**config.mk**
```make
export PLATFORM = sky130hd
export DESIGN_NAME = console_apb_regs
export DESIGN_NICKNAME = d
export VERILOG_FILES = /design/src/console_pkg.sv /design/src/console_apb_regs.sv
export SDC_FILE = /design/constraint.sdc
export NUM_CORES = 1
export LEC_CHECK = 0
export BUFFER_PORTS_ARGS = -buffer_cell sky130_fd_sc_hd__buf_4
export CELL_PAD_IN_SITES_DETAIL_PLACEMENT = 1
export CELL_PAD_IN_SITES_GLOBAL_PLACEMENT = 2
export CORE_ASPECT_RATIO = 1.75
export CORE_UTILIZATION = 10
export CTS_BUF_LIST = sky130_fd_sc_hd__clkbuf_4
export DETAILED_ROUTE_END_ITERATION = 12
export PLACE_DENSITY = 0.85
export SLEW_MARGIN = 40
export SYNTH_ARGS = -nofsm -noshare
export SYNTH_HDL_FRONTEND = slang
export SYNTH_SLANG_ARGS = --single-unit
```
**constraint.sdc**
```tcl
create_clock -name clk -period 2.2 [get_ports clk]
set_clock_uncertainty 0.2 [all_clocks]
set_input_delay 0.33 -clock clk [delete_from_list [all_inputs] [get_ports clk]]
set_output_delay 0.33 -clock clk [all_outputs]
set_load 0.01 [all_outputs]
```
**src/console_pkg.sv**
```systemverilog
`default_nettype none

package console_pkg;

   // ----------------------------------------------------------------------
   // Character and command byte
   // ----------------------------------------------------------------------
   typedef logic [7:0] char_t;

   // Same byte seen as a code in idle, as a row or column after AT
   typedef union packed {
      char_t chr;
      struct packed {
         logic [2:0] spare;
         logic [4:0] coord;
      } pos;
   } cmd_byte_t;

   // Control codes
   localparam char_t CODE_AT   = 8'd22;  // Followed by row, column
   localparam char_t CODE_CR   = 8'd13;
   localparam char_t CODE_HOME = 8'd12;

   localparam char_t CHAR_BLANK = 8'h20;  // Fill for the clear

   // ----------------------------------------------------------------------
   // APB offsets
   // ----------------------------------------------------------------------
   localparam logic [12:0] REG_DATA    = 13'h000;
   localparam logic [12:0] REG_STATUS  = 13'h004;
   localparam logic [12:0] REG_CURSOR  = 13'h008;
   localparam logic [12:0] SCREEN_BASE = 13'h1000;  // One cell per word

endpackage

`default_nettype wire

```
**src/console_apb_regs.sv**
```systemverilog
`timescale 1ns/1ps
`default_nettype none

module console_apb_regs
   import console_pkg::*;
#(
   parameter int COLS = 32,
   parameter int ROWS = 19
) (
   input  wire                          clk,
   input  wire                          arst_n,
   input  wire                          psel,
   input  wire                          penable,
   input  wire                          pwrite,
   input  wire [12:0]                   paddr,
   input  wire [31:0]                   pwdata,
   output logic [31:0]                  prdata,
   output logic                         pready,
   output logic                         pslverr,
   output cmd_byte_t                    tty_byte,
   output logic                         tty_valid,
   input  wire                          tty_ready,
   input  wire [$clog2(COLS*ROWS)-1:0]  cursor,
   output logic                         rd_en,
   output logic [$clog2(COLS*ROWS)-1:0] rd_addr,
   input  wire char_t                   rd_data
);

   localparam int CELLS = COLS * ROWS;
   localparam int AW    = $clog2(CELLS);

   logic        access;
   logic        hit_data;
   logic        hit_status;
   logic        hit_cursor;
   logic        hit_screen;
   logic        legal;
   logic [12:0] scr_off;
   logic [10:0] cell_idx;
   logic        rd_pending;  // Screen read issued, data due this cycle

   // ----------------------------------------------------------------------
   // Address decode
   // ----------------------------------------------------------------------
   assign access     = psel & penable;
   assign hit_data   = (paddr == REG_DATA);
   assign hit_status = (paddr == REG_STATUS);
   assign hit_cursor = (paddr == REG_CURSOR);

   assign scr_off    = paddr - SCREEN_BASE;
   assign cell_idx   = scr_off[12:2];
   assign hit_screen = (paddr >= SCREEN_BASE) && (scr_off[1:0] == 2'b00) &&
                       (32'(cell_idx) < CELLS);

   // Only DATA takes writes; DATA itself is write-only
   assign legal = pwrite ? hit_data : (hit_status | hit_cursor | hit_screen);

   // ----------------------------------------------------------------------
   // Teletype hand-off and screen read port
   // ----------------------------------------------------------------------
   assign tty_byte.chr = pwdata[7:0];
   assign tty_valid    = access & pwrite & hit_data;

   assign rd_en   = access & ~pwrite & hit_screen & ~rd_pending;
   assign rd_addr = cell_idx[AW-1:0];

   always_ff @(posedge clk or negedge arst_n) begin
      if (!arst_n) begin
         rd_pending <= 1'b0;
      end else begin
         rd_pending <= rd_en;  // One wait state per screen read
      end
   end

   // ----------------------------------------------------------------------
   // Completion and read data
   // ----------------------------------------------------------------------
   always_comb begin
      pready = 1'b0;
      if (access) begin
         if (!legal) begin
            pready = 1'b1;  // Error ends at once
         end else if (pwrite) begin
            pready = tty_ready;  // Stall while teletype busy
         end else if (hit_screen) begin
            pready = rd_pending;
         end else begin
            pready = 1'b1;
         end
      end
   end

   assign pslverr = access & ~legal;

   always_comb begin
      prdata = '0;
      if (hit_status) begin
         prdata[0] = ~tty_ready;  // Busy
      end else if (hit_cursor) begin
         prdata[AW-1:0] = cursor;
      end else if (hit_screen) begin
         prdata[7:0] = rd_data;
      end
   end

endmodule

`default_nettype wire

```
After elaboration in Yosys (flattened, before gate mapping)
Cells that the tools add are included.
Word-level totals
  flip-flop bits (word level): 1
  input bits: 69
  word-level logic and storage cells: 33
Cells by class
  $add $sub $neg: 1
  $lt $le $gt $ge: 2
  equal/unequal tests: 2
  multiplexer cells: 10
  bitwise logic cells: 13
  reductions and logical operators: 4
Operator list (count)
  $mux W8: 2
  $eq A13 B3 Y1 const B: 1
  $eq A13 B4 Y1 const B: 1
  $ge A13 B13 Y1 const B: 1
  $logic_not A13 Y1: 1
  $sub A13 B13 Y13 const B: 1
  $lt A11 B10 Y1 const B: 1
  $mux W9: 1
  $and A1 B1 Y1: 7
  $mux W1: 6
  $not A1 Y1: 4
  $logic_and A1 B1 Y1: 2
  $logic_not A2 Y1: 1
  $mux W2: 1
  $or A1 B1 Y1: 2

Depth between registers and ports, before layout
  word-level depth: 8
  depth in mapped cells: 5

Worst setup path after synthesis
No wires, ideal clock.
  path type: input port to output port
  start: input port paddr[8]
  end: output port prdata[0]
  data arrival time: 1.461 ns
  required time: 1.670 ns
  slack: 0.209 ns
  stages: 5
  path buffers: 1
  cells stage by stage: a211o_1 -> a2111oi_4 -> buf_6 -> a2bb2oi_2 -> a31oi_1
Between the ends
  cells in the longest elaborated chain, start to end: 6
RTL lines
  start, declared: line console_apb_regs.sv:15  | input wire [12:0] paddr,
  $sub A13 B13 Y13 or $ge A13 B13 Y1 (tied branches): line console_apb_regs.sv:50, console_apb_regs.sv:52
  $lt A11 B10 Y1 or $logic_and A1 B1 Y1 (tied branches): line console_apb_regs.sv:53, console_apb_regs.sv:52
  $logic_and A1 B1 Y1: line console_apb_regs.sv:52  | assign hit_screen = (paddr >= SCREEN_BASE) && (scr_off[1:0] == 2'b00) &&
  $mux W8: line console_apb_regs.sv:101  | end else if (hit_screen) begin
  $mux W8: line console_apb_regs.sv:99  | end else if (hit_cursor) begin
  $mux W1 (*): line console_apb_regs.sv:97  | if (hit_status) begin
  end, declared: line console_apb_regs.sv:17  | output logic [31:0] prdata,
Mark *: on every way between the ends. The rest lies on a longest branch, timed or not.

Worst setup path after layout
  start: input port paddr[9]
  end: output port pready
Between the ends
  cells in the longest elaborated chain, start to end: 7
RTL lines
  $sub A13 B13 Y13 or $ge A13 B13 Y1 (tied branches): line console_apb_regs.sv:50, console_apb_regs.sv:52
  $lt A11 B10 Y1 or $logic_and A1 B1 Y1 (tied branches): line console_apb_regs.sv:53, console_apb_regs.sv:52
  $logic_and A1 B1 Y1: line console_apb_regs.sv:52
  $mux W1 or $or A1 B1 Y1 (tied branches): line console_apb_regs.sv:85, console_apb_regs.sv:56
  $mux W1 (on tied branches): line console_apb_regs.sv:83, console_apb_regs.sv:56
  $mux W1 (*): line console_apb_regs.sv:81  | if (!legal) begin
  $mux W1 (*): line console_apb_regs.sv:80  | if (access) begin
  end, declared: line console_apb_regs.sv:18  | output logic pready,
Marked as above.

==> reports/metrics.cfg <==
[worst_setup_path]
rrSetupSlack_ns=1.17
r2r_end=rd_pending$_DFF_PN0_
timing.rr.start=rd_pending$_DFF_PN0_
startpoint_type=input port
critical_path.endpoint_type=output port
cp.arrival_ns=1.63
cp.required_ns=1.67
path_class=input port to output port
reg2reg_depth=4
cp_max_fo=5

[hold_path]
min_path_cells=4
holdCritPathClass=flop to flop
hold_path_end=rd_pending$_DFF_PN0_
hold_start=rd_pending$_DFF_PN0_

[die]
io_pins=123
die-area_sq_mm=0.006538
die_w_microns=61.55
coreArea_sq_mm=0.005926
fp.dieH_microns=106.2
initial_core_util=0.1047
row_count=37

[cts]
clk-insertion-delay-late_ns=0
clk_pin_slew_ns=0
cts_setup_buffers=0

[cells_and_area]
fill_cells=758
fin_nets=199
area_growth_pct=68.55
regMostFlops=rd_pending
multiInputGateArea_sq_um=379.1
drive_gt1_frac=0.5703
largest_reg_flops=1
register_area_sq_um=25.02
diodes=0
largest_registers=rd_pending x1

[routing]
vias=663
ant_nets=0
viasPerCell=3.218
wl_per_cell_microns=9.680
route.detailed.drc=0
routed_wl_microns=1994
firstDrtPassIters=2
drt_iter0_drc=34

[yosys]
synth_top_area_cell=buf_4
synth_commonest_cells=buf_4 (40), a22o_1 (7), nor2_1 (4)
synth_cell_type_count=26
synth_seq_cells=1
syn_inst=81
yosysWarnings=0
synth-edff-count=0
synth.top_cell.area_share=0.4839
ys_seq_area_frac=0.04032
ys_async_sr_fraction=1.000
syn_area_per_cell_sq_um=7.662
netlist_area_sq_um=620.6
synth_most_common_cell=buf_4
yosys-top-cells-area=buf_4 (48%), a22o_1 (9.9%), a2111oi_4 (4.4%), dfrtp_1 (4.0%), nor3b_4 (3.0%)
synth-main-ff-cell=dfrtp_1

[global_routing]
grt_usage=0.05147
grt_pass1_wl_microns=2656
grt_max_degree=10
grt_pass1_vias=608
antenna_found_initial=1
grt-ovfl-total=0

[job]
cap_violations=0

[sta]
hold_viol=0
rsz0062_at_grt=yes
setup_viol=0
hold_ws_ns=0.4308
fin_crit_sh=0.9801
fmaxAchievable_ghz=0.4638
slew_viol_final=0
period_needed_ns=2.156
fin_ws_ns=0.04374

[placement]
gp_congestion=0.5662
dpl.hpwl_microns=1724
port_buffers=60
pre_cts_slack_ns=-0.07295

[power]
power_density_mw_per_mm2=154.7
irDropWorstVdd_uv=30.26
p_leak_uw=0.0005198

[run_status]
status=complete, no violations

-- worst max-delay path by stage --
| stage | startpoint | end | slack (ns) | cells past startpoint |
|---|---|---|---|---|
| after floorplan | paddr[8] | prdata[0] | 0.21 | 5 |
| after global placement | paddr[5] | pready | -0.07 | 7 |
| after detailed placement | paddr[5] | pready | -0.07 | 7 |
| after CTS | paddr[10] | prdata[0] | 0.002 | 7 |
| after global routing | paddr[7] | prdata[0] | -0.06 | 7 |
| final | paddr[9] | pready | 0.04 | 7 |
-- worst max-delay path: stages --
cell	delay [ns]
buf_4	0.13
nor4_2	0.25
nand3_1	0.10
buf_4	0.17
or2_1	0.22
o31a_1	0.28
buf_4	0.14
-- through the flow --
step	std cells	instance area [sq um]	TNS [ns]	total power, uW	utilization
floorplan	102	699.4	0	123.8	-
global placement	205	997.2	-0.2343	152.2	0.1683
detailed placement	205	997.2	-0.3688	154.8	0.1683
CTS	206	1026	0	159.8	0.1731
global route	206	1046	-0.2679	174.0	0.1765
finish	206	1046	0	161.8	0.1765
-- cell families after synthesis --
family,count (synthesis),synth area share
compound gates,15,0.2298
xor+xnor,1,0.01412
buf+inv,43,0.5141
flops,1,0.04032
mux,1,0.01613
other cells,1,0.006043
simple gates,19,0.1794
-- cell type report --
cell class / instances / share of cell area
multi-input combinational: 58 / 0.3624
tap: 78 / 0.09330
timing repair buffer: 68 / 0.5167
inverter: 1 / 0.003589
sequential: 1 / 0.02392
-- cells in the final DEF, fill, tap and decap left out, types with 2 or more instances in the layout --
| cell | netlist | final |
|---|---|---|
| conb_1 | 1 | 22 |
| nor2_1 | 4 | 3 |
| a22o_1 | 7 | 7 |
| and2_1 | 2 | 2 |
| nor3_1 | 3 | 3 |
| buf_6 | 1 | 4 |
| nand2_1 | 2 | 2 |
| o21ai_0 | 2 | 2 |
| nor2b_1 | 2 | 2 |
| buf_4 | 40 | 62 |
-- routing by layer --
metal  share of wire  global-route usage  wire (microns)  up-vias
li1                -                   -               -      310
met1            0.27             0.04127             534      288
met2            0.60              0.1183            1198       57
met3            0.12            0.007299             236        6
met4          0.0050            0.001587              10        2
met5          0.0065                   0              13        -
-- power by group --
part	total (uW)	switching, uW	leakage [uW]	internal (uW)
registers	18.9	0.0287	0.0000139	18.9
clock network	0	0	0	0
logic	143	64.9	0.000506	78.0
total	162	64.9	0.000520	96.9
-- timing repair --
action	4_1_cts	5_1_grt
setup endpoints to repair	12	14
resized for setup	3	5
endpoints found under the hold margin	1	0
hold buffers	1	0
pin swaps	3	1
Note: power is estimated with default switching activity, not from simulation.
