===== src/console_pkg.sv =====
`default_nettype none

package console_pkg;

   // ----------------------------------------------------------------------
   // Character and command byte
   // ----------------------------------------------------------------------
   typedef logic [7:0] char_t;

   // Same byte seen as a code in idle, as a row or column after AT
   typedef union packed {
      char_t chr;
      struct packed {
         logic [2:0] spare;
         logic [4:0] coord;
      } pos;
   } cmd_byte_t;

   // Control codes
   localparam char_t CODE_AT   = 8'd22;  // Followed by row, column
   localparam char_t CODE_CR   = 8'd13;
   localparam char_t CODE_HOME = 8'd12;

   localparam char_t CHAR_BLANK = 8'h20;  // Fill for the clear

   // ----------------------------------------------------------------------
   // APB offsets
   // ----------------------------------------------------------------------
   localparam logic [12:0] REG_DATA    = 13'h000;
   localparam logic [12:0] REG_STATUS  = 13'h004;
   localparam logic [12:0] REG_CURSOR  = 13'h008;
   localparam logic [12:0] SCREEN_BASE = 13'h1000;  // One cell per word

endpackage

`default_nettype wire


===== src/teletype.sv =====
`timescale 1ns/1ps
`default_nettype none

module teletype
   import console_pkg::*;
#(
   parameter int COLS = 32,
   parameter int ROWS = 19
) (
   input  wire                          clk,
   input  wire                          arst_n,
   input  wire cmd_byte_t               tty_byte,
   input  wire                          tty_valid,
   output logic                         tty_ready,
   output logic [$clog2(COLS*ROWS)-1:0] cursor,
   output logic                         wr_en,
   output logic [$clog2(COLS*ROWS)-1:0] wr_addr,
   output char_t                        wr_data
);

   localparam int CELLS = COLS * ROWS;
   localparam int AW    = $clog2(CELLS);
   localparam int CW    = $clog2(COLS);  // Column bits, COLS a power of two
   localparam int RW    = AW - CW;       // Row bits

   localparam logic [2:0] ST_IDLE  = 3'd0;
   localparam logic [2:0] ST_ROW   = 3'd1;  // Waiting for AT row byte
   localparam logic [2:0] ST_COL   = 3'd2;  // Waiting for AT column byte
   localparam logic [2:0] ST_EXEC  = 3'd3;  // Print or CR
   localparam logic [2:0] ST_CLEAR = 3'd4;

   logic [2:0]    state;
   char_t         pend;      // Byte held for the EXEC cycle
   logic [RW-1:0] row_q;     // Pending AT row
   logic [AW-1:0] clr_addr;
   logic [RW-1:0] cur_row;
   logic          accept;
   logic          pend_cr;

   assign accept  = tty_valid & tty_ready;
   assign cur_row = cursor[AW-1:CW];
   assign pend_cr = (pend == CODE_CR);

   // ----------------------------------------------------------------------
   // Handshake and write port
   // ----------------------------------------------------------------------
   assign tty_ready = (state == ST_IDLE) || (state == ST_ROW) || (state == ST_COL);
   assign wr_en     = (state == ST_CLEAR) || ((state == ST_EXEC) && !pend_cr);
   assign wr_addr   = (state == ST_CLEAR) ? clr_addr : cursor;
   assign wr_data   = (state == ST_CLEAR) ? CHAR_BLANK : pend;

   always_ff @(posedge clk) begin
      if (accept && state == ST_IDLE) begin
         pend <= tty_byte.chr;
      end
   end

   // ----------------------------------------------------------------------
   // Command FSM and cursor
   // ----------------------------------------------------------------------
   always_ff @(posedge clk or negedge arst_n) begin
      if (!arst_n) begin
         state    <= ST_IDLE;
         cursor   <= '0;
         row_q    <= '0;
         clr_addr <= '0;
      end else begin
         case (state)
            ST_IDLE: begin
               if (accept) begin
                  case (tty_byte.chr)
                     CODE_AT: begin
                        state <= ST_ROW;
                     end
                     CODE_HOME: begin
                        clr_addr <= '0;
                        state    <= ST_CLEAR;
                     end
                     default: begin
                        state <= ST_EXEC;  // CR or printable
                     end
                  endcase
               end
            end
            ST_ROW: begin
               if (accept) begin
                  // Out-of-range row lands on row 0
                  if (32'(tty_byte.pos.coord) >= ROWS) begin
                     row_q <= '0;
                  end else begin
                     row_q <= tty_byte.pos.coord[RW-1:0];
                  end
                  state <= ST_COL;
               end
            end
            ST_COL: begin
               if (accept) begin
                  cursor <= {row_q, tty_byte.pos.coord[CW-1:0]};
                  state  <= ST_IDLE;
               end
            end
            ST_EXEC: begin
               if (pend_cr) begin
                  if (cur_row == RW'(ROWS - 1)) begin
                     cursor <= '0;  // Wrap from last row
                  end else begin
                     cursor <= {cur_row + RW'(1), {CW{1'b0}}};
                  end
               end else if (cursor == AW'(CELLS - 1)) begin
                  cursor <= '0;
               end else begin
                  cursor <= cursor + AW'(1);
               end
               state <= ST_IDLE;
            end
            ST_CLEAR: begin
               if (clr_addr == AW'(CELLS - 1)) begin
                  cursor <= '0;
                  state  <= ST_IDLE;
               end else begin
                  clr_addr <= clr_addr + AW'(1);
               end
            end
            default: begin
               state <= ST_IDLE;
            end
         endcase
      end
   end

endmodule

`default_nettype wire


===== config.mk =====
export PLATFORM = sky130hd
export DESIGN_NAME = teletype
export DESIGN_NICKNAME = d
export VERILOG_FILES = /design/src/console_pkg.sv /design/src/teletype.sv
export SDC_FILE = /design/constraint.sdc
export NUM_CORES = 1
export LEC_CHECK = 0
export ABC_AREA = 1
export BUFFER_PORTS_ARGS = -buffer_cell sky130_fd_sc_hd__buf_2
export CORE_UTILIZATION = 31
export CTS_CLUSTER_DIAMETER = 100
export DETAILED_ROUTE_END_ITERATION = 7
export MAX_ROUTING_LAYER = met4
export RECOVER_POWER = 100
export SETUP_SLACK_MARGIN = 0.02
export SYNTH_ARGS = -nofsm -noshare
export SYNTH_HDL_FRONTEND = slang
export SYNTH_SLANG_ARGS = --single-unit
export TNS_END_PERCENT = 20

===== constraint.sdc =====
create_clock -name clk -period 1.7 [get_ports clk]
set_input_delay 0.085 -clock clk [delete_from_list [all_inputs] [get_ports clk]]
set_output_delay 0.085 -clock clk [all_outputs]
set_load 0.005 [all_outputs]

Word-level counts from Yosys, hierarchy flattened
Cells that the tools add are included.
{"block": "classes", "addsub": 3, "multipliers": 0, "div_mod_pow": 0, "order_cmp": 1, "eq_ne": 16, "shifts": 0, "n_mux": 19, "bitwise_logic": 1, "n_reduce_logical": 13}
{"operator": "$mux 10", "n": 9}
{"operator": "$pmux 10 s3", "n": 1}
{"operator": "$add 10x1->10 const B", "n": 2}
{"operator": "$eq 10x10->1 const B", "n": 2}
{"operator": "$pmux 10 s2", "n": 1}
{"operator": "$eq 8x4->1 const B", "n": 2}
{"operator": "$mux 3", "n": 4}
{"operator": "$pmux 3 s4", "n": 1}
{"operator": "$eq 8x5->1 const B", "n": 1}
{"operator": "$mux 8", "n": 1}
{"operator": "$ne 2x2->1 const B", "n": 4}
{"operator": "$reduce_and 4->1", "n": 2}
{"operator": "$eq 3x2->1 const B", "n": 2}
{"operator": "$pmux 3 s2", "n": 1}
{"operator": "$add 5x1->5 const B", "n": 1}
{"operator": "$eq 5x5->1 const B", "n": 1}
{"operator": "$ge 5x5->1 const B", "n": 1}
{"operator": "$mux 5", "n": 1}
{"operator": "$ne 2x1->1 const B", "n": 2}
{"operator": "$eq 3x1->1 const B", "n": 1}
{"operator": "$eq 3x3->1 const B", "n": 1}
{"operator": "$logic_not 3->1", "n": 1}
{"operator": "$logic_or 1x1->1", "n": 3}
{"operator": "$reduce_and 3->1", "n": 1}
{"operator": "other kinds (6)", "n": 7}
{"block": "word_totals", "reg_bits": 36, "latch_bits": 0, "mem_bits_rw": 0, "romBits": 0, "out_inout_bits": 30, "mem_count": 0}

Logic depth before layout (Yosys ltp)
Gate-level depths: netlist of run 1.
{"block": "logic_depth", "depth_word": 6, "depth_mapped": 11}

Least setup slack after synthesis of run 1
No wires, ideal clock.
{"block": "synth_timing", "path_kind": "reg2reg", "startpoint": "register state[0]", "endpoint": "register clr_addr[4]", "setup_time_ns": 0.130, "arrival_ns": 1.464, "slack_ns": 0.106, "stages_incl_launch_ff": 9, "n_path_buf": 0, "path_cell_list": "dfrtp_1 -> inv_2 -> nand2_2 -> nor3_2 -> nor2_1 -> inv_1 -> nand2_1 -> nor2_4 -> o22ai_1"}
{"block": "synth_between", "elab_chain_len": 6, "word_cells_on_any_way": 13}
{"element": "start, declared", "line_no": "teletype.sv:32", "text": "logic [2:0] state;"}
{"element": "start signal, assigned", "line_no": "teletype.sv:63", "text": "state <= ST_IDLE;"}
{"element": "start signal, assigned", "line_no": "teletype.sv:73", "text": "state <= ST_ROW;"}
{"element": "start signal, assigned", "line_no": "teletype.sv:77", "text": "state <= ST_CLEAR;"}
{"element": "$eq 3x1->1 or $logic_not 3->1 (tied branches)", "line_no": "teletype.sv:47, teletype.sv:68"}
{"element": "$logic_or 1x1->1 (2 in series)", "line_no": "teletype.sv:47", "text": "assign tty_ready = (state == ST_IDLE) || (state == ST_ROW) || (state == ST_COL);"}
{"element": "$and 1x1->1", "line_no": "teletype.sv:40", "text": "assign accept = tty_valid & tty_ready;"}
{"element": "$ne 2x2->1 (no source line)"}
{"element": "$reduce_and 4->1 (no source line)"}
{"element": "end signal, assigned", "line_no": "teletype.sv:121", "text": "clr_addr <= clr_addr + AW'(1);"}
{"element": "end, declared", "line_no": "teletype.sv:35", "text": "logic [AW-1:0] clr_addr;"}
Parallel ways exist; a longest one is shown, timed or not.
A chain may end at the register's enable or synchronous reset.

Worst setup path in the final report of run 1
{"block": "layout_timing", "startpoint": "register state[2]", "endpoint": "output wr_addr[3]"}
{"block": "layout_between", "elab_chain_len": 2}
{"element": "$eq 3x3->1", "line_no": "teletype.sv:49", "text": "assign wr_addr = (state == ST_CLEAR) ? clr_addr : cursor;"}
{"element": "$mux 10", "line_no": "teletype.sv:49"}
{"element": "end, declared", "line_no": "teletype.sv:17", "text": "output logic [$clog2(COLS*ROWS)-1:0] wr_addr,"}
No other way between the ends.

==> run_results.csv, run 1 <==
group,metric,value,unit
worst_setup_path,regToRegSetupSlack,80,ps
global_route,grt.met1_usage,22.35,%
worst_setup_path,ordered_cell_list_for_the_critical_path,"buf_6, inv_4, nor2_4, buf_12, buf_8, clkbuf_16, o21ai_2, buf_2",
final_layout,count_of_filler_cells_inserted_in_the_layout,787,
worst_setup_path,crit_path_leading_delay_family,"buffers and inverters",
pwr,p_per_area,1627,nW/um^2
global_route,grt_pass1_vias,2318,
routing,drt-wirelength-per-cell,13.32,um
final_layout,final_net_count,432,
worst_setup_path,regToRegEndpoint,"pend[3]",
final_layout,multi_input_comb_area,1289,um^2
sta,maxClockFrequency,604.7,MHz
synth,yosysSeqAreaShare,39.33,%
pwr,power,5.097,mW
sta,min_period,1654,ps
synth,post_synth_num_cell_types,26,
global_route,grt_util_met3,2.284,%
sta,slew_headroom,51.54,%
routing,drt_drc_violations_left,0,
global_route,grt_use_met2,27.69,%
synth,yosys_register_bits,36,
final_layout,design_area,3133,um^2
clocking,clock-sinks,36,
sta,worstMarginPinSlew,726.9,ps
global_route,globalRouteTotalUtil,17.16,%
final_layout,diodes,0,
synth,synth.top_cell.area_share,29.29,%
clocking,clock_transition_time_at_the_flip_flop_clock_pins_of_the_worst_setup_and_hold_paths,70,ps
floorplan,fp.dieArea,8072,um^2
clocking,worstSkewPairLatency,290,ps
synth,postSynthCellCount,347,
clocking,cts.path.max_buffers,2,
hold_path,whs_path_depth,1,
synth,postSynth.asyncResetShare,77.78,%
floorplan,floorplan.initialDensity,32.46,%
pwr,power.ir.vdd_worst,0.0005318,V
place,place.gp.congestion,0.9180,
clocking,cts_tree,"yes",
worst_setup_path,worstSetupPathType,"reg2out",
final_layout,area_growth,30.96,%
floorplan,die_height,89.85,um
worst_setup_path,crit_path_end_kind,"output port",
hold_path,hold_class,"in2reg",
synth,yosys_warnings,0,
hold_path,min_from,"tty_byte[5]",
sta,setup_ws,46.34,ps
floorplan,floorplan.io_pins,41,
floorplan,rows,31,
synth,syn-cell-area,2392,um^2
floorplan,core,7370,um^2
routing,drt_wl_total,6887,um
global_route,grt_pass1_wl,10900,um
worst_setup_path,r2r-start,"state[2]",
synth,syn_area_per_cell,6.894,um^2
worst_setup_path,worst-path-stages,8,
final_layout,seq_area,942.2,um^2
routing,drt-initial-drc-count,109,
synth,syn-num-nets,362,
worst_setup_path,reg2regPathDepth,4,
global_route,globalRouteOverflowTotal,0,
routing,detail_route.vias_per_cell,4.886,
worst_setup_path,cp-start-kind,"register",
sta,worst_clock_skew,11.91,ps
worst_setup_path,worstPathMaxFanout,5,
clocking,cts_made_buffers,5,
synth,ys_top_cells_by_area,"dfrtp_1 (29%), nand2_1 (16%), edfxtp_1 (10%)",
routing,ant_nets,0,
worst_setup_path,worst_path_largest_cell_delay,430,ps
synth,commonest_register_cell_after_synthesis,"dfrtp_1",
final_layout,final_util,42.51,%
place,dpl-instance-area,2771,um^2
place,placement.io_buffers,40,
sta,final_max_slew_viol_count,0,
place,dp_worst_setup_slack,100.3,ps
global_route,antenna_violations_before_repair,0,
global_route,grt_max_degree,29,
synth,post-synth-top-area-cell,"dfrtp_1",
worst_setup_path,arr_time_crit_path,1570,ps
pwr,static-leakage-power,1.483,nW
sta,setup_viol_count_final,0,
final_layout,fraction_of_final_layout_cells_sized_beyond_drive_strength_1,22.73,%
routing,drt_pre_antenna_iters,4,
synth,synth_enable_flop_cells,8,
job,drv.max_cap_violation_count,0,
worst_setup_path,worst_path_max_delay_cell,"dfrtp_1",
sta,layout_worst_path_cycle_share,97.27,%
floorplan,die_x,89.85,um
clocking,cts-htree-levels,2,
sta,setup_repair_after_global_routing_missed_its_margin,"true",
global_route,global_route_layer_with_the_greatest_usage,"met2",
status,outcome,"completed",
synth,synth_common_cells,"nand2_1 (105), inv_1 (43), nor2_1 (38)",
place,detailedPlacementHpwl,5027,um
routing,detailroute.via_count,2526,
clocking,ctsRootBufferMaster,"clkbuf_8",
worst_setup_path,path_buf_inv,6,
hold_path,worst_hold_path.endpoint,"pend[5]",
sta,hold_viol,0,
synth,synth_most_common_cell,"nand2_1",
worst_setup_path,worst_ep_required_time,1620,ps
[worst max path at each step]
stage                           start     endpoint  slack (ps)
after global placement      cursor[0]    cursor[8]         150
after CTS                    state[1]   wr_addr[7]          -3
final                        state[2]   wr_addr[3]          50
after global routing      clr_addr[1]  clr_addr[5]         -50
after detailed placement    cursor[0]    cursor[8]         100
after floorplan              state[0]  clr_addr[4]         110
[cells in the final DEF, fill, tap and decap left out, drive strengths merged]
cell type    count
xor2             4
nand2          109
nor3            11
buf             45
nand4            5
or2              1
inv             48
xnor2            2
clkbuf          28
edfxtp           8
nand3           30
nor2            44
dfrtp           28
o21ai           38
dlygate4sd3      3
a21oi            6
ha               4
o22ai            4
[power breakdown]
group | switching [mW] | internal (mW)
logic | 1.74 | 1.27
registers | 0.259 | 1.19
clock network | 0.301 | 0.331
[flip-flops by register name, summed over array words and instances, names as in the netlist]
register / count
cursor: 10
pend: 8
clr_addr: 10
row_q: 5
state: 3
[repair_timing]
item	4_1_cts	5_1_grt
gates resized for setup	2	36
endpoints found under the setup margin	8	37
hold buffers	3	0
hold endpoints to repair	30	0
cloned	1	3
pin swaps	1	3
buffers inserted	4	5
[worst register-to-register path, cell delays in order (launching register included)]
cell	delay (ps)
dfrtp_1	430
buf_6	150
clkbuf_4	130
nor3_2	200
clkbuf_1	370
[final cells by class]
class	count	area share, %
clock buffers	8	2.875
inverters	48	6.230
multi-input cells	258	41.13
flip-flops and latches	36	30.07
well taps	99	3.954
repair buffers	68	15.73
[cell families (layout without fill, tap and decap cells)]
group	count (synthesis)	count (layout)	synth area share, %
compound gates	48	48	10.88
simple gates	199	200	36.19
fa+ha+maj	4	4	2.092
flops	36	36	39.33
xor+xnor	6	6	2.197
buf+inv	54	124	9.309
[metrics by stage]
stage                     cells  TNS, ps  hold slack [ps]
after global routing        517   -172.1            52.75
after floorplan             347        0           -210.6
final                       517        0            51.41
after detailed placement    493        0            154.0
after CTS                   509   -2.540            6.660
after global placement      493        0            144.8
[routing by layer]
metal	part of all wire [%]	up-vias
li1	-	1259
met4	1.2	0
met1	46	1198
met2	49	57
met5	0	-
met3	3.9	12
No activity file was read; power rests on OpenSTA's default activity.
==> run 2: changes to the inputs <==
--- a/config.mk
+++ b/config.mk
@@ -7,6 +7,7 @@
 export LEC_CHECK = 0
 export ABC_AREA = 1
 export BUFFER_PORTS_ARGS = -buffer_cell sky130_fd_sc_hd__buf_2
+export CORE_ASPECT_RATIO = 0.6
 export CORE_UTILIZATION = 31
 export CTS_CLUSTER_DIAMETER = 100
 export DETAILED_ROUTE_END_ITERATION = 7
==> constraint.sdc (replaced) <==
create_clock -name clk -period 1.7 [get_ports clk]
set_input_delay 0.085 -clock clk [delete_from_list [all_inputs] [get_ports clk]]
set_output_delay 0.085 -clock clk [all_outputs]
set_load 0.1 [all_outputs]
==> run 2 against run 1 <==
  * Hold slack better by 3.9 ps
  * Register-to-register slack improved by 20 ps
  * First-iteration DRC count grew 64%
  * Clock skew shrank 2.1 ps
  * The run now ends with setup timing left
==> run_results.csv, run 2 (synthesis gave the netlist of run 1 again) <==
group,metric,value,unit
global_route,globalRouteTotalUtil,19.62,%
place,detailedPlacementHpwl,5377,um
sta,layout_worst_path_cycle_share,100.2,%
sta,worst_clock_skew,9.854,ps
worst_setup_path,worstSetupPathType,"reg2out",
sta,final_max_slew_viol_count,0,
routing,drt-wirelength-per-cell,13.98,um
global_route,grt_pass1_vias,2399,
sta,setup_ws,-2.830,ps
worst_setup_path,ordered_cell_list_for_the_critical_path,"inv_2, nor2_4, buf_12, buf_6, buf_16, o21ai_4, buf_12",
sta,slew_headroom,51.78,%
floorplan,rows,24,
worst_setup_path,crit_path_end_kind,"output port",
routing,detailroute.via_count,2573,
final_layout,layout.cells.most_common,"nand2_1",
sta,maxClockFrequency,587.3,MHz
worst_setup_path,worst_path_largest_cell_delay,470,ps
routing,drt_pre_antenna_iters,6,
routing,drt-initial-drc-count,179,
routing,drt_drc_violations_left,0,
clocking,cts.path.max_buffers,2,
sta,hold_viol,0,
clocking,clock_transition_time_at_the_flip_flop_clock_pins_of_the_worst_setup_and_hold_paths,60,ps
final_layout,fraction_of_final_layout_cells_sized_beyond_drive_strength_1,31.12,%
final_layout,area_growth,48.48,%
job,drv.max_cap_violation_count,0,
clocking,clock-sinks,36,
sta,setup_viol_count_final,1,
worst_setup_path,path_buf_inv,5,
clocking,cts-htree-levels,2,
routing,ant_nets,0,
floorplan,fp.dieArea,8084,um^2
hold_path,hold_class,"in2reg",
worst_setup_path,worst_path_max_delay_cell,"dfrtp_2",
status,violations,"setup timing",
final_layout,reg_top3,"clr_addr (10), cursor (10), pend (8)",
routing,detail_route.vias_per_cell,4.901,
floorplan,floorplan.io_pins,41,
sta,min_period,1703,ps
worst_setup_path,cp-start-kind,"register",
worst_setup_path,cpMostUsedCell,"buf_12",
global_route,antenna_violations_before_repair,0,
status,outcome,"finished, violations left",
clocking,ctsRootBufferMaster,"clkbuf_16",
sta,setup_repair_after_global_routing_missed_its_margin,"true",
global_route,grt_pass1_wl,12020,um
clocking,worstSkewPairLatency,280,ps
floorplan,die_x,115.4,um
place,place.gp.congestion,0.9059,
floorplan,floorplan.initialDensity,32.52,%
worst_setup_path,arr_time_crit_path,1620,ps
final_layout,final_util,48.28,%
worst_setup_path,crit_path_leading_delay_family,"buffers and inverters",
worst_setup_path,worstPathMaxFanout,7,
global_route,grt_max_degree,29,
final_layout,mostFrequentLayoutCells,"nand2_1 (101), inv_1 (42), nor2_1 (29), nand3_1 (29), buf_4 (25)",
routing,drt_wl_total,7341,um
place,placement.io_buffers,40,
floorplan,core,7357,um^2
sta,worstMarginPinSlew,723.4,ps
clocking,cts_made_buffers,5,
global_route,globalRouteOverflowTotal,0,
worst_setup_path,worst_ep_required_time,1620,ps
final_layout,final_net_count,435,
final_layout,diodes,0,
floorplan,die_height,70.05,um
worst_setup_path,regToRegSetupSlack,100,ps
clocking,cts_tree,"yes",
run 2: layout make-up:
cell class              count  area, um^2
clock buffers               5       125.1
clock inverters             3       18.77
fillers                   722        3805
inverters                  48       185.2
multi-input cells         257        1404
flip-flops and latches     36       954.7
well taps                 104       130.1
repair buffers             72       734.5
run 2: final timing paths:
check | start | end | depth (start not counted)
min | tty_byte[7] | pend[7] | 1
min in group asynchronous | arst_n | clr_addr[6] | 2
max reg2reg | state[2] | state[0] | 10
max | state[2] | wr_addr[8] | 7
max in group asynchronous | arst_n | cursor[6] | 2
min reg2reg | row_q[3] | row_q[3] | 2
run 2: metrics by stage:
| step | setup TNS, ps | setup WS [ps] | instances | hold WS (ps) | instance area, um^2 |
|---|---|---|---|---|---|
| after global routing | -253.7 | -37.21 | 525 | 60.00 | 3552 |
| final | -2.830 | -2.830 | 525 | 55.32 | 3552 |
| after CTS | 0 | 23.69 | 519 | 1.877 | 3410 |
| after floorplan | -2843 | -199.4 | 347 | -210.6 | 2535 |
| after detailed placement | 0 | 154.7 | 499 | 153.0 | 3120 |
| after global placement | 0 | 150.8 | 499 | 151.2 | 3120 |
run 2: what timing repair did:
action                                  in CTS  in global routing
gates cloned                                 1                  1
pin swaps                                    3                  7
hold buffers                                 2                  0
gates resized for setup                     13                 21
buffers inserted                             9                  5
endpoints found under the hold margin       29                  0
endpoints found under the setup margin      19                 41
run 2: per-layer routing:
metal / track usage, % / up-vias / share of wire [%]
met1: 30.30 / 1196 / 52
met4: 3.030 / 0 / 0.71
met3: 4.080 / 7 / 9.0
li1: - / 1265 / -
met2: 26.15 / 105 / 39
met5: - / - / 0
Power of run 2 is left out: the tool's default activity adds up to more than one toggle a clock period on the data nets, which glitch-free logic cannot reach.
==> run 3: changes to the inputs <==
--- a/config.mk
+++ b/config.mk
@@ -5,9 +5,9 @@
 export SDC_FILE = /design/constraint.sdc
 export NUM_CORES = 1
 export LEC_CHECK = 0
-export ABC_AREA = 1
 export BUFFER_PORTS_ARGS = -buffer_cell sky130_fd_sc_hd__buf_2
 export CORE_ASPECT_RATIO = 0.6
+export CORE_MARGIN = 2
 export CORE_UTILIZATION = 31
 export CTS_CLUSTER_DIAMETER = 100
 export DETAILED_ROUTE_END_ITERATION = 7
==> run 3 against run 2 <==
  * The flow still finishes with violations (setup timing)
  * Count of clock-buffer cells in the layout rose by 1
  * Critical endpoint is now wr_addr[3]
  * Synthesized area fell by 2.5%
  * Hold slack got worse by 12 ps
  * Maximum frequency fell by 4.1%
  * Synthesized cell count fell by 23%
  * Cell count fell by 11%
==> run_results.csv, run 3 <==
group,metric,value,unit
sta,layout_worst_path_cycle_share,104.4,%
synth,yosys_warnings,0,
global_route,grt_pass1_vias,2271,
sta,maxClockFrequency,563.4,MHz
pwr,p_comb_share,65.4,%
routing,drt_pre_antenna_iters,5,
worst_setup_path,cp-start-kind,"register",
floorplan,rows,24,
global_route,globalRouteTotalUtil,19.19,%
pwr,power,6.852,mW
global_route,grt_max_degree,29,
status,outcome,"finished, violations left",
global_route,antenna_violations_before_repair,0,
worst_setup_path,worst_ep_required_time,1620,ps
status,violations,"setup timing",
floorplan,fp.dieArea,8256,um^2
synth,yosys_register_bits,36,
floorplan,floorplan.initialDensity,32.09,%
worst_setup_path,worst_path_max_delay_cell,"or3b_4",
floorplan,floorplan.io_pins,41,
synth,postSynth.asyncResetShare,77.78,%
sta,worstMarginPinSlew,750.6,ps
sta,slew_headroom,49.96,%
synth,synth.top_cell.area_share,30.04,%
clocking,worstSkewPairLatency,280,ps
place,detailedPlacementHpwl,5534,um
sta,hold_viol,0,
clocking,clock_transition_time_at_the_flip_flop_clock_pins_of_the_worst_setup_and_hold_paths,60,ps
routing,ant_nets,0,
routing,drt_drc_violations_left,0,
synth,syn-num-nets,283,
final_layout,area_growth,62.88,%
final_layout,reg_top3,"clr_addr (10), cursor (10), pend (8)",
job,drv.max_cap_violation_count,0,
pwr,sequentialPowerShare,21.1,%
global_route,globalRouteOverflowTotal,0,
place,place.gp.congestion,0.8770,
pwr,p_per_area,1804,nW/um^2
sta,setup_viol_count_final,28,
sta,fin_worst_hold_slack,43.05,ps
worst_setup_path,regToRegSetupSlack,-60,ps
worst_setup_path,crit_path_end_kind,"output port",
synth,post-synth-top-area-cell,"dfrtp_1",
clocking,clock-sinks,36,
final_layout,fraction_of_final_layout_cells_sized_beyond_drive_strength_1,47.79,%
place,placement.io_buffers,40,
routing,drt-initial-drc-count,160,
synth,synth_most_common_cell,"nand2_1",
clocking,cts-htree-levels,2,
pwr,cellInternalPower,3.185,mW
clocking,ctsRootBufferMaster,"clkbuf_16",
clocking,cts_tree,"yes",
synth,syn-cell-area,2332,um^2
global_route,grt_pass1_wl,11870,um
synth,yosysSeqAreaShare,40.34,%
pwr,p_sw,3.667,mW
sta,setup_repair_after_global_routing_missed_its_margin,"true",
worst_setup_path,ordered_cell_list_for_the_critical_path,"or3b_4, buf_8, o21ai_4, buf_12",
final_layout,mostFrequentLayoutCells,"buf_4 (44), nand2_1 (31), buf_12 (19), dfrtp_1 (18), nor2_1 (17)",
sta,setup_ws,-74.88,ps
pwr,share_clk_of_total_power,13.6,%
worst_setup_path,worstPathMaxFanout,6,
synth,synth_common_cells,"nand2_1 (50), dfrtp_1 (28), nor2_1 (17)",
routing,detail_route.vias_per_cell,5.088,
worst_setup_path,worstSetupPathType,"reg2out",
routing,drt-wirelength-per-cell,15.85,um
floorplan,core,7267,um^2
pwr,static-leakage-power,1.613,nW
sta,min_period,1775,ps
pwr,netSwitchingFraction,53.52,%
final_layout,layout.cells.most_common,"buf_4",
worst_setup_path,worst_path_largest_cell_delay,490,ps
floorplan,die_height,71.19,um
routing,detailroute.via_count,2371,
pwr,power.ir.vdd_worst,0.0006330,V
worst_setup_path,arr_time_crit_path,1690,ps
final_layout,diodes,0,
floorplan,die_x,116.0,um
clocking,cts.path.max_buffers,2,
synth,syn_area_per_cell,8.702,um^2
routing,drt_wl_total,7386,um
clocking,cts_made_buffers,5,
sta,final_max_slew_viol_count,0,
sta,worst_clock_skew,5.904,ps
synth,postSynthCellCount,268,
synth,synth_enable_flop_cells,8,
final_layout,final_net_count,376,
synth,commonest_register_cell_after_synthesis,"dfrtp_1",
final_layout,count_of_filler_cells_inserted_in_the_layout,681,
hold_path,hold_class,"in2reg",
synth,ys_top_cells_by_area,"dfrtp_1 (30%), edfxtp_1 (10%), nand2_1 (8.0%)",
synth,post_synth_num_cell_types,59,
run 3: cell families (layout without fill, tap and decap cells):
group	count (synthesis)	in the layout	share of synthesized area, %
AO/OA/AOI/OAI	71	71	21.30
XOR/XNOR	6	6	2.253
adder cells (fa/ha/maj)	4	4	2.146
buffers and inverters	26	120	5.472
flip-flops	36	36	40.34
multiplexers	1	1	0.4292
AND/OR/NAND/NOR	124	124	28.06
run 3: cell type report:
cell class,instances,area (um^2),area share [%]
Tap cell,104,130.1,3.426
Sequential cell,36,965.9,25.43
Clock buffer,6,138.9,3.656
Timing Repair Buffer,101,975.9,25.69
Multi-Input combinational cell,206,1536,40.45
Inverter,11,41.29,1.087
Clock inverter,2,10.01,0.2635
run 3: stage by stage:
step | util (%) | instance area (um^2) | worst slack [ps] | instances | TNS [ps]
3_3_place_gp | 46.57 | 3385 | -201.3 | 450 | -344.1
4_1_cts | 50.95 | 3702 | -70.37 | 463 | -1176
2_1_floorplan | - | 2529 | -326.2 | 268 | -4492
6_report | 52.27 | 3799 | -74.88 | 466 | -1230
5_1_grt | 52.27 | 3799 | -174.1 | 466 | -3534
3_5_place_dp | 46.57 | 3385 | -189.7 | 450 | -944.2
run 3: power by group through the flow:
| stage | registers [mW] | logic (mW) | clock network [mW] |
|---|---|---|---|
| floorplan | 2.24 | 2.18 | 0 |
| global placement | 1.43 | 4.28 | 0 |
| detailed placement | 1.44 | 4.31 | 0 |
| CTS | 1.44 | 4.40 | 0.950 |
| global route | 1.47 | 4.69 | 0.994 |
| finish | 1.44 | 4.48 | 0.929 |
run 3: per-layer routing:
metal | vias to the layer above | GRT usage (%) | share of wire (%)
li1 | 1151 | - | -
met1 | 1119 | 29.97 | 52
met2 | 93 | 25.34 | 40
met3 | 8 | 4.456 | 7.1
met4 | 0 | 2.778 | 0.60
met5 | - | - | 0
run 3: timing repair:
item,CTS,global route
setup endpoints to repair,40,44
buffers inserted,3,3
pin swaps,15,14
hold buffers,2,0
hold endpoints to repair,29,0
gates resized for setup,39,26
run 3: worst paths after layout:
| kind | startpoint | to | cells past startpoint |
|---|---|---|---|
| min in group asynchronous | arst_n | cursor[9] | 2 |
| worst max-delay path | state[0] | wr_addr[3] | 4 |
| worst max register to register | clr_addr[8] | cursor[4] | 6 |
| worst min-delay path | tty_byte[5] | pend[5] | 1 |
| max in group asynchronous | arst_n | cursor[0] | 2 |
| worst min register to register | row_q[4] | row_q[4] | 2 |
run 3: worst max-delay path: cells and delay by family, from the launching register on:
family                 cells  cell delay [ps]
AOI/OAI and AO/OA          1              140
buffers and inverters      2              370
and+or+nand+nor            1              490
DFF                        1              400
